File: config.mk
export PLATFORM = sky130hd
export DESIGN_NAME = cycle_counters
export DESIGN_NICKNAME = d
export VERILOG_FILES = /design/src/hw/frame_pkg.sv /design/src/hw/cycle_counters.sv
export SDC_FILE = /design/constraint.sdc
export NUM_CORES = 1
export LEC_CHECK = 0
export ABC_CLOCK_PERIOD_IN_PS = 3300
export BUFFER_PORTS_ARGS = -buffer_cell sky130_fd_sc_hd__buf_2
export CAP_MARGIN = 30
export CORE_AREA = 2 2 126 128
export DETAILED_ROUTE_END_ITERATION = 8
export DIE_AREA = 0 0 128 130
export PLACE_DENSITY = 0.8
export SKIP_LAST_GASP = 1
export SLEW_MARGIN = 20
export SYNTH_ARGS = -nofsm -noshare
export SYNTH_HDL_FRONTEND = slang
export SYNTH_SLANG_ARGS = --single-unit
File: constraint.sdc
create_clock -name s_axi_aclk -period 3.3 [get_ports s_axi_aclk]
set_clock_uncertainty 0.2 [all_clocks]
set_input_delay 0 -clock s_axi_aclk [delete_from_list [all_inputs] [get_ports s_axi_aclk]]
set_output_delay 0 -clock s_axi_aclk [all_outputs]
set_load 0.01 [all_outputs]
File: src/hw/frame_pkg.sv
`default_nettype none

package frame_pkg;

  // free running cycle counters
  typedef logic [63:0] cycle_t;
  // frame slot within one round
  typedef logic [7:0]  frame_idx_t;
  // beat position inside a burst
  typedef logic [7:0]  beat_idx_t;
  // low half of the doorbell word
  typedef logic [63:0] poll_word_t;

  // last-seen doorbell value after reset
  localparam poll_word_t DOORBELL_INIT = 64'hdeadbeff;

  ////////////////////
  // sequencer states
  ////////////////////

  // burst writer
  typedef enum logic [2:0] {
    W_IDLE, W_ADDR, W_DATA, W_BEAT_WAIT, W_RESP, W_HOLD
  } write_state_t;

  // doorbell reader, only active in W_HOLD
  typedef enum logic [1:0] {
    P_IDLE, P_ADDR, P_RREADY, P_DATA
  } poll_state_t;

endpackage

`default_nettype wire

File: src/hw/cycle_counters.sv
`timescale 1ns/1ps
`default_nettype none

module cycle_counters (
  input  logic              s_axi_aclk,
  input  logic              s_axi_aresetn,
  input  logic              en,
  input  frame_pkg::cycle_t break_count,
  input  logic              s_axi_awvalid,
  input  logic              s_axi_awready,
  output frame_pkg::cycle_t all_cycle,
  output frame_pkg::cycle_t cpu_cycle
);

  // measurement window closes at break_count
  logic do_counting;

  assign do_counting = (all_cycle < break_count);

  // enabled cycles, en low restarts the window
  always_ff @(posedge s_axi_aclk) begin
    if (!s_axi_aresetn || !en) begin
      all_cycle <= '0;
    end else if (do_counting) begin
      all_cycle <= all_cycle + 1'b1;
    end
  end

  // AW handshakes inside the window, survives en low
  always_ff @(posedge s_axi_aclk) begin
    if (!s_axi_aresetn) begin
      cpu_cycle <= '0;
    end else if (en && do_counting && s_axi_awvalid && s_axi_awready) begin
      cpu_cycle <= cpu_cycle + 1'b1;
    end
  end

endmodule

`default_nettype wire

==> flow_summary.yaml, run 1 <==
status:
  status: "finished clean"
cells_and_area:
  diodes: 0
  finalInstanceArea_sq_um: 10500
  area_growth_pct: 28.8
  regArea_sq_um: 2570
  multi_input_area_sq_um: 5100
  drive_gt1_frac: 0.279
  num-fill-cells: 1267
  nNetsFinal: 1390
global_route:
  grt_max_degree: 57
  overflow: 0
  antenna_found_initial: 0
  grt_pass1_vias: 8045
  grt_util_all_layers: 0.285
  grt_pass1_wl_um: 38200
detailed_routing:
  drc: 0
  vias_per_cell: 6.16
  drt_iter0_markers: 762
  dr.pass1.iters: 6
  antenna_left: 0
  vias: 8987
  wl_per_cell_um: 16.8
  wl_um: 24600
synthesis:
  synth-seq-area-share: 0.314
  synthArstFlopShare: 0
  syn_area_per_cell_sq_um: 8.10
  ys.flop_type: "dfxtp_1"
  synth_seq_cells: 128
  ys_warn_count: 0
  synthDistinctLibCells: 66
  synth_edf_count: 0
  syn_inst: 1007
  netlist_area_sq_um: 8160
  syn-num-nets: 1141
worst_setup_path:
  worstPathArrival_ps: 3340
  reg2reg_from: "all_cycle[41]$_SDFFE_PP0N_"
  crit_chain: "ha_1 > nand4_1 > nor4_2 > nor3b_2 > nand4_1 > buf_4 > buf_4 > o2111ai_4 > buf_6 > buf_2 > buf_4 > o31ai_2 > a21oi_1"
  cp_slowest_cell: "nor4_2"
  crit_path_max_fanout: 12
  path_buf_inv: 5
  cp-startpoint: "all_cycle[41]$_SDFFE_PP0N_"
  cp-start-kind: "flip-flop"
  setup.worst_path.end_class: "flip-flop"
  crit_required_ps: 3460
  critPathMaxStageDelay_ps: 340
  cp_common_cell: "buf_4"
  critical_path.top_delay_family: "simple AND/OR/NAND/NOR gates"
  worstSetupPathType: "reg2reg"
floorplanning:
  coreArea_sq_um: 15400
  die_w_um: 128
  initial_core_util: 0.529
  rows: 46
  ios: 197
  die_y_um: 130
  dieArea_sq_um: 16600
timing:
  slew_headroom: 0.397
  max_freq_ghz: 0.315
  hold_viol_final: 0
  drv_slew: 0
  timing.final.crit_share: 0.963
  setup_viol: 0
  worstMarginPinSlew_ps: 903
  min_period_ps: 3180
  worst_hold_slack_ps: 279
clock_network:
  clkSinkCount: 128
  clock-root-buffer: "clkbuf_16"
  clk_pin_slew_worst_paths_ps: 60
  cts_tree: "done"
  cts_made_buffers: 17
  clk_path_buf_depth: 2
  clk_latency_ps: 430
  cts_max_level: 4
place:
  gp_congestion: 0.909
  hpwl_um: 17400
  io_buffers: 196
  placed_area_sq_um: 9670
power:
  powerDensity_nw_per_um2: 355
  cellLeakagePower_nw: 4.64
  irDropWorstVdd_uv: 389
min_path:
  hp-start: "cpu_cycle[63]$_SDFFE_PN0P_"
  min_path_type: "reg2reg"
run:
  drv_cap: 0
[final timing paths]
| kind | endpoint | slack (ps) | cells after the start |
|---|---|---|---|
| setup / recovery | all_cycle[16]$_SDFFE_PP0N_ | 120 | 13 |
| setup reg to reg | all_cycle[16]$_SDFFE_PP0N_ | 120 | 13 |
| hold / removal | cpu_cycle[63]$_SDFFE_PN0P_ | 280 | 2 |
| hold reg to reg | cpu_cycle[63]$_SDFFE_PN0P_ | 280 | 2 |
[cell families after synthesis]
logic type | Yosys count | share of synthesized area
flops | 128 | 0.314
compound gates | 283 | 0.214
xor+xnor | 10 | 0.0107
mux | 3 | 0.00368
buf+inv | 136 | 0.0757
fa+ha+maj | 65 | 0.0996
simple gates | 382 | 0.282
[metrics by stage]
stage | worst slack (ps) | power [W] | TNS, ps | utilization | std cells
final | 122 | 0.00373 | 0 | 0.682 | 1459
after global placement | 109 | 0.00174 | 0 | 0.627 | 1415
after floorplan | 284 | 0.00168 | 0 | - | 1007
after global routing | -103 | 0.00383 | -357 | 0.682 | 1459
after detailed placement | 9.92 | 0.00175 | 0 | 0.627 | 1415
after CTS | 1.66 | 0.00373 | 0 | 0.669 | 1449
[final cells by class]
cell class                 instances  share of cell area
clock inverter                     6              0.0124
sequential                       128               0.244
clock buffer                      24              0.0458
tap                              192              0.0229
inverter                          84              0.0300
timing repair buffer             282               0.160
multi-input combinational        743               0.485
[worst min-delay path, stage by stage (launching register included)]
cell and delay (ps):
dfxtp_1 320, o31ai_1 60, a21oi_1 50
[metal layers]
layer / GRT usage / up-vias / wire [um]
met5: 0 / - / 0
met4: 0.105 / 0 / 623
li1: - / 4325 / -
met1: 0.377 / 4209 / 10500
met3: 0.0513 / 58 / 1860
met2: 0.469 / 395 / 11600
[power breakdown]
group          total (W)  switching (W)  internal (W)
registers        0.00155     0.00000318       0.00155
logic           0.000175       0.000105     0.0000699
clock network    0.00201       0.000692       0.00131
total            0.00373       0.000801       0.00293
[repair_timing]
item | 4_1_cts | 5_1_grt
buffers inserted | 0 | 9
resized for setup | 0 | 23
hold endpoints to repair | 27 | 0
hold buffers | 4 | 0
endpoints found under the setup margin | 0 | 110
[sequential cells by signal (all words and copies together), names as in the netlist]
name       flops
all_cycle     64
cpu_cycle     64
[cells in the mapped netlist (all sizes together), types with 4 or more instances]
cell type  instances  area (sq um)
or4               66           502
and3              14          88.8
ha                65           813
nor4               8          80.1
and4              15           138
buf               23           163
a21oi            125           626
a21o               4          30.0
nand2             77           289
dfxtp            128          2560
nor2              31           116
or3               47           298
o21ai             49           245
inv               84           315
or2                5          36.3
nand3             48           263
nor3               5          47.5
xnor2              7          61.3
nand2b             5          31.3
o31ai             61           458
nand4             46           309
clkbuf            29           140
o41ai              4          35.0
o2111ai            7          61.3
o211ai            12           110
and2              10          63.8
[cells in the final DEF (no fill, tap or decap), types with 31 or more instances in the layout]
| cell type | n |
|---|---|
| or3_1 | 44 |
| dfxtp_1 | 125 |
| a21oi_1 | 123 |
| or4_1 | 63 |
| inv_1 | 84 |
| nand4_1 | 44 |
| nand2_1 | 76 |
| nor2_1 | 31 |
| nand3_1 | 45 |
| buf_2 | 198 |
| o21ai_0 | 49 |
| ha_1 | 64 |
| o31ai_1 | 60 |
| buf_4 | 73 |
No activity file was read; power rests on OpenSTA's default activity.
==> inputs of run 2 (changes only) <==
CORE_AREA = 2 2 133 122   (was 2 2 126 128)
DIE_AREA = 0 0 135 124   (was 0 0 128 130)
PLACE_DENSITY = 0.79   (was 0.8)
==> run 2 against run 1 <==
Against the previous run:
- utilization is 1.7 points higher
- non-clock buffer count is 9 higher
- combinational power is 3% higher
- sequential cell count stayed put
- die area is 0.60% higher
- clock power is 14% lower
- register-to-register slack worse by 20 ps
- highest routed layer unchanged
- fmax is 0.54% lower
- wire length is 1.6% higher
- global-route usage is 0.14 points higher
==> flow_summary.yaml, run 2 (synthesis results as in run 1) <==
status:
  status: "finished clean"
clock_network:
  clk_pin_slew_worst_paths_ps: 60
  clk_latency_ps: 420
  cts_made_buffers: 17
  clock-root-buffer: "clkbuf_16"
  clk_path_buf_depth: 2
  cts_tree: "done"
  cts_max_level: 4
  clkSinkCount: 128
place:
  gp_congestion: 0.885
  hpwl_um: 17500
  io_buffers: 196
timing:
  min_period_ps: 3200
  worstMarginPinSlew_ps: 925
  setup_viol: 0
  hold_viol_final: 0
  drv_slew: 0
  worst_hold_slack_ps: 291
  fin_setup_tns_ps: 0
  timing.final.crit_share: 0.968
  max_freq_ghz: 0.313
  slew_headroom: 0.381
detailed_routing:
  vias: 8915
  wl_um: 24900
  dr.pass1.iters: 5
  wl_per_cell_um: 16.9
  drt-met1-wl_um: 11400
  top_layer_used: "met4"
  wl_met2_um: 11300
  antenna_left: 0
  met3_length_um: 1660
  drt_iter0_markers: 705
  drc: 0
  vias_per_cell: 6.04
global_route:
  overflow: 0
  grt_max_degree: 57
  grt_util_all_layers: 0.286
  grt_pass1_wl_um: 38800
  grt_pass1_vias: 7972
  antenna_found_initial: 0
floorplanning:
  rows: 43
  die_y_um: 124
  coreArea_sq_um: 15300
  ios: 197
  initial_core_util: 0.534
  dieArea_sq_um: 16700
  die_w_um: 135
power:
  cellLeakagePower_nw: 4.63
  powerDensity_nw_per_um2: 323
  irDropWorstVdd_uv: 403
min_path:
  min_path_type: "reg2reg"
worst_setup_path:
  cp-start-kind: "flip-flop"
  path_buf_inv: 4
  crit_required_ps: 3390
  crit_path_max_fanout: 11
  worstPathArrival_ps: 3290
  crit_chain: "ha_1 > nand4_1 > nor4_2 > a221o_1 > o2bb2ai_2 > o311a_1 > buf_12 > o2111ai_4 > buf_6 > buf_4 > clkbuf_16 > o31ai_1 > a21oi_1"
  cp_slowest_cell: "a221o_1"
  setup.worst_path.end_class: "flip-flop"
  worstSetupPathType: "reg2reg"
  critical_path.top_delay_family: "compound AO/OA/AOI/OAI gates"
  critPathMaxStageDelay_ps: 370
run:
  drv_cap: 0
cells_and_area:
  drive_gt1_frac: 0.297
  diodes: 0
  nNetsFinal: 1399
  area_growth_pct: 30.7
  num-fill-cells: 1236
  reg.largest.list: "all_cycle (64), cpu_cycle (64)"
  final_common_cell: "buf_2"
  layout_common_cells: "buf_2, dfxtp_1, a21oi_1, inv_1, buf_4"
  utilization: 0.698
[run 2: cell types whose count changed in the layout (fill, tap and decap cells not counted), sizes merged]
cell,change
clkinvlp,+1
buf,+7
clkinv,+4
bufinv,-3
clkbuf,-2
[run 2: worst paths after layout]
kind / cells past startpoint / slack, ps / endpoint / from
max: 13 / 100 / all_cycle[40]$_SDFFE_PP0N_ / all_cycle[46]$_SDFFE_PP0N_
min: 2 / 290 / cpu_cycle[63]$_SDFFE_PN0P_ / cpu_cycle[63]$_SDFFE_PN0P_
max reg2reg: 13 / 100 / all_cycle[40]$_SDFFE_PP0N_ / all_cycle[46]$_SDFFE_PP0N_
min reg2reg: 2 / 290 / cpu_cycle[63]$_SDFFE_PN0P_ / cpu_cycle[63]$_SDFFE_PN0P_
[run 2: routing by layer]
metal,up-vias,global-route usage
met1,4182,0.395
met4,0,0.0924
met5,-,0
met2,342,0.453
met3,49,0.0566
li1,4342,-
[run 2: tightest hold or removal path: stages (launching register included)]
cell and delay (ps):
dfxtp_1 320, o31ai_1 60, a21oi_1 60
[run 2: area by class of cell]
cell class | instances | area, sq um | share of cell area
multi-input combinational | 743 | 5170 | 0.485
sequential | 128 | 2570 | 0.241
timing repair buffer | 291 | 1830 | 0.172
clock buffer | 20 | 457 | 0.0428
inverter | 84 | 315 | 0.0296
tap | 202 | 253 | 0.0237
clock inverter | 8 | 67.6 | 0.00633
[run 2: power by group]
group	switching, W	total [W]	internal [W]
Clock	0.000671	0.00172	0.00105
Combinational	0.000107	0.000181	0.0000735
Sequential	0.00000242	0.00155	0.00155
Total	0.000781	0.00345	0.00267
[run 2: repair_timing]
item                                    CTS  global route
hold buffers                              4             0
cloned                                    0             2
pin swaps                                 0            12
endpoints found under the hold margin    15             0
endpoints found under the setup margin   10            46
gates resized for setup                   1            34
buffers inserted                          0            13
[run 2: per-stage QoR]
stage / total power, W / area (sq um) / cells / setup WS [ps]
floorplan: 0.00168 / 8160 / 1007 / 284
global placement: 0.00174 / 9780 / 1429 / 94.5
detailed placement: 0.00175 / 9780 / 1429 / -15.5
CTS: 0.00345 / 10300 / 1461 / 36.0
global route: 0.00354 / 10700 / 1476 / -19.0
finish: 0.00345 / 10700 / 1476 / 105
==> inputs of run 3 (changes only) <==
ABC_AREA = 1   (was not set)
CORE_AREA = 5 5 152 140   (was 2 2 133 122)
DIE_AREA = 0 0 157 145   (was 0 0 135 124)
PLACE_DENSITY = 0.77   (was 0.79)
==> run 3 against run 2 <==
Against the previous run:
- first-iteration DRC count rose by 50%
- utilization shrank 7.3 points
- largest power group unchanged
- via count increased by 27%
- sequential cell count did not move
- register-to-register slack better by 440 ps
- synthesized cell count increased by 64%
- clock power up 10%
- design area is 15% higher
- critical path type unchanged
- area after synthesis increased by 26%
- count of clock-buffer cells in the layout is 1 lower
- worst hold slack got worse by 270 ps
- power rose by 5.5%
==> flow_summary.yaml, run 3 <==
clock_network:
  cts_made_buffers: 17
  clk_pin_slew_worst_paths_ps: 60
  post_cts_resized: 0
  clk_latency_ps: 430
  cts_max_level: 4
  clkSinkCount: 128
  clock-root-buffer: "clkbuf_16"
  clk_path_buf_depth: 2
  cts_tree: "done"
synthesis:
  yosysMostFrequentCell: "nand2_1"
  ys_warn_count: 0
  synth_seq_cells: 128
  synth_adder_area_share: 0.0788
  yosys.area_share.simple: 0.397
  synth-seq-area-share: 0.248
  synthDistinctLibCells: 36
  synth_xor_area_frac: 0.0484
  syn_area_per_cell_sq_um: 6.26
  ys.flop_type: "dfxtp_1"
  synth.top_cell.area_share: 0.248
  synth_top_family_by_area: "simple AND/OR/NAND/NOR gates"
  netlist_area_sq_um: 10300
  syn-num-nets: 1782
  synth.area.mux_share: 0
  synth_area_leaders: "dfxtp_1, nand2_1, inv_1, nor2_1, ha_1"
  synthArstFlopShare: 0
  synth_edf_count: 0
  synth_common_cells: "nand2_1, inv_1, nor2_1"
  syn_inst: 1648
  synth_top_area_cell: "dfxtp_1"
  synth_compound_area_frac: 0.0955
cells_and_area:
  nNetsFinal: 1985
  diodes: 0
  reg.largest.list: "all_cycle (64), cpu_cycle (64)"
  finalInstanceArea_sq_um: 12200
  final_cells: 2119
  layout_common_cells: "nand2_1, inv_1, nor2_1, buf_2, dfxtp_1"
  utilization: 0.625
  drive_gt1_frac: 0.205
  area_growth_pct: 18.5
  final_common_cell: "nand2_1"
floorplanning:
  ios: 197
  coreArea_sq_um: 19600
  die_y_um: 145
  dieArea_sq_um: 22800
  initial_core_util: 0.527
  rows: 49
  die_w_um: 157
timing:
  drv_slew: 0
  max_freq_ghz: 0.363
  worstMarginPinSlew_ps: 849
  hold_viol_final: 0
  timing.final.crit_share: 0.835
  fin_setup_tns_ps: 0
  slew_headroom: 0.433
  min_period_ps: 2750
  grt_setup_unrepaired: "false"
  fin_ws_ps: 546
  setup_viol: 0
global_route:
  grt_util_all_layers: 0.280
  grt_pass1_vias: 10200
  grt_pass1_wl_um: 52400
  grt_max_degree: 65
  antenna_found_initial: 0
  overflow: 0
worst_setup_path:
  setup.worst_path.end_class: "flip-flop"
  critPathMaxStageDelay_ps: 440
  crit_path_max_fanout: 62
  crit_required_ps: 3420
  worstSetupPathType: "reg2reg"
  crit_chain: "ha_1 > a21oi_1 > o21ai_0 > nand2_1 > nand3_1 > nand2_1 > nand3_1 > nor2_4 > buf_12 > nand4_1 > o21ai_0 > nor2_1"
  cp_slowest_cell: "dfxtp_1"
  worstPathArrival_ps: 2870
  cp-start-kind: "flip-flop"
power:
  p_comb_frac: 0.052
  powerDensity_nw_per_um2: 298
  switching_share: 0.244
  switchingPower_w: 0.000889
  pwr-share-seq: 0.427
  irDropWorstVdd_uv: 357
  intPower_w: 0.00275
  cellLeakagePower_nw: 5.64
  clock_power_share: 0.522
min_path:
  min_path_type: "in2reg"
detailed_routing:
  antenna_left: 0
  vias_per_cell: 5.33
  vias: 11300
  wl_per_cell_um: 15.4
  drt_iter0_markers: 1054
  dr.pass1.iters: 5
  drc: 0
  wl_um: 32700
place:
  place_inst: 2086
  io_buffers: 196
  placed_area_sq_um: 11600
  pre_cts_slack_ps: 592
  gp_congestion: 0.973
  hpwl_um: 25700
run:
  drv_cap: 0
status:
  status: "finished clean"
[run 3: cell types whose count changed after synthesis, sizes merged, moves of 17 or more]
| cell | before | now |
|---|---|---|
| nor3 | 5 | 63 |
| a21oi | 125 | 90 |
| xnor2 | 7 | 24 |
| nand4 | 46 | 104 |
| nand2 | 77 | 418 |
| or4 | 66 | 0 |
| xor2 | 3 | 33 |
| inv | 84 | 286 |
| nor2 | 31 | 248 |
| or3 | 47 | 0 |
| o31ai | 61 | 0 |
[run 3: power groups by stage]
stage / clock network (W) / registers [W] / logic, W
floorplan: 0 / 0.00159 / 0.000111
finish: 0.00190 / 0.00155 / 0.000188
detailed placement: 0 / 0.00159 / 0.000186
CTS: 0.00190 / 0.00155 / 0.000188
global placement: 0 / 0.00159 / 0.000180
global route: 0.00197 / 0.00155 / 0.000216
[run 3: per-layer routing]
layer / vias to the layer above / part of all wire / routed length, um / global-route usage
met5: - / 0 / 0 / 0
met4: 0 / 0.017 / 541 / 0.0677
met3: 46 / 0.095 / 3090 / 0.0602
met2: 479 / 0.41 / 13600 / 0.407
met1: 5086 / 0.47 / 15500 / 0.422
li1: 5676 / - / - / -
[run 3: per-stage QoR]
stage | power, W | hold WS [ps]
finish | 0.00364 | 18.2
global route | 0.00374 | 42.4
CTS | 0.00364 | 19.0
detailed placement | 0.00177 | 220
global placement | 0.00177 | 224
floorplan | 0.00170 | 108
[run 3: timing repair]
item                                   in CTS  in global routing
setup buffers                               0                  0
hold buffers                                1                  0
endpoints found under the hold margin       5                  0
[run 3: area by class of cell]
class | instances | area, sq um
Multi-Input combinational cell | 1189 | 6410
Clock inverter | 13 | 138
Fill cell | 1912 | 7330
Inverter | 286 | 1070
Sequential cell | 128 | 2560
Timing Repair Buffer | 229 | 1280
Tap cell | 255 | 319
Clock buffer | 19 | 443
[run 3: cells by family (layout without fill, tap and decap cells)]
kind of cell	count (synthesis)	count (layout)
xor gates and xnor gates	57	57
AOI/OAI and AO/OA	156	156
adders and majority gates	65	65
buffers and inverters	331	547
and+or+nand+nor	911	911
DFF	128	128
[run 3: worst max-delay path, delay by kind of cell, from the launching register on]
family	cells	cell delay [ps]
adder cells (fa/ha/maj)	1	290
buffers and inverters	1	300
flip-flops	1	440
AND/OR/NAND/NOR	7	890
AO/OA/AOI/OAI	3	500
[run 3: final timing paths]
check / startpoint / end / slack (ps) / cells past startpoint
setup reg to reg: all_cycle[51]$_SDFFE_PP0N_ / cpu_cycle[0]$_SDFFE_PN0P_ / 550 / 12
setup / recovery: all_cycle[51]$_SDFFE_PP0N_ / cpu_cycle[0]$_SDFFE_PN0P_ / 550 / 12
hold / removal: en / all_cycle[40]$_SDFFE_PP0N_ / 20 / 3
hold reg to reg: all_cycle[63]$_SDFFE_PP0N_ / all_cycle[63]$_SDFFE_PP0N_ / 320 / 2
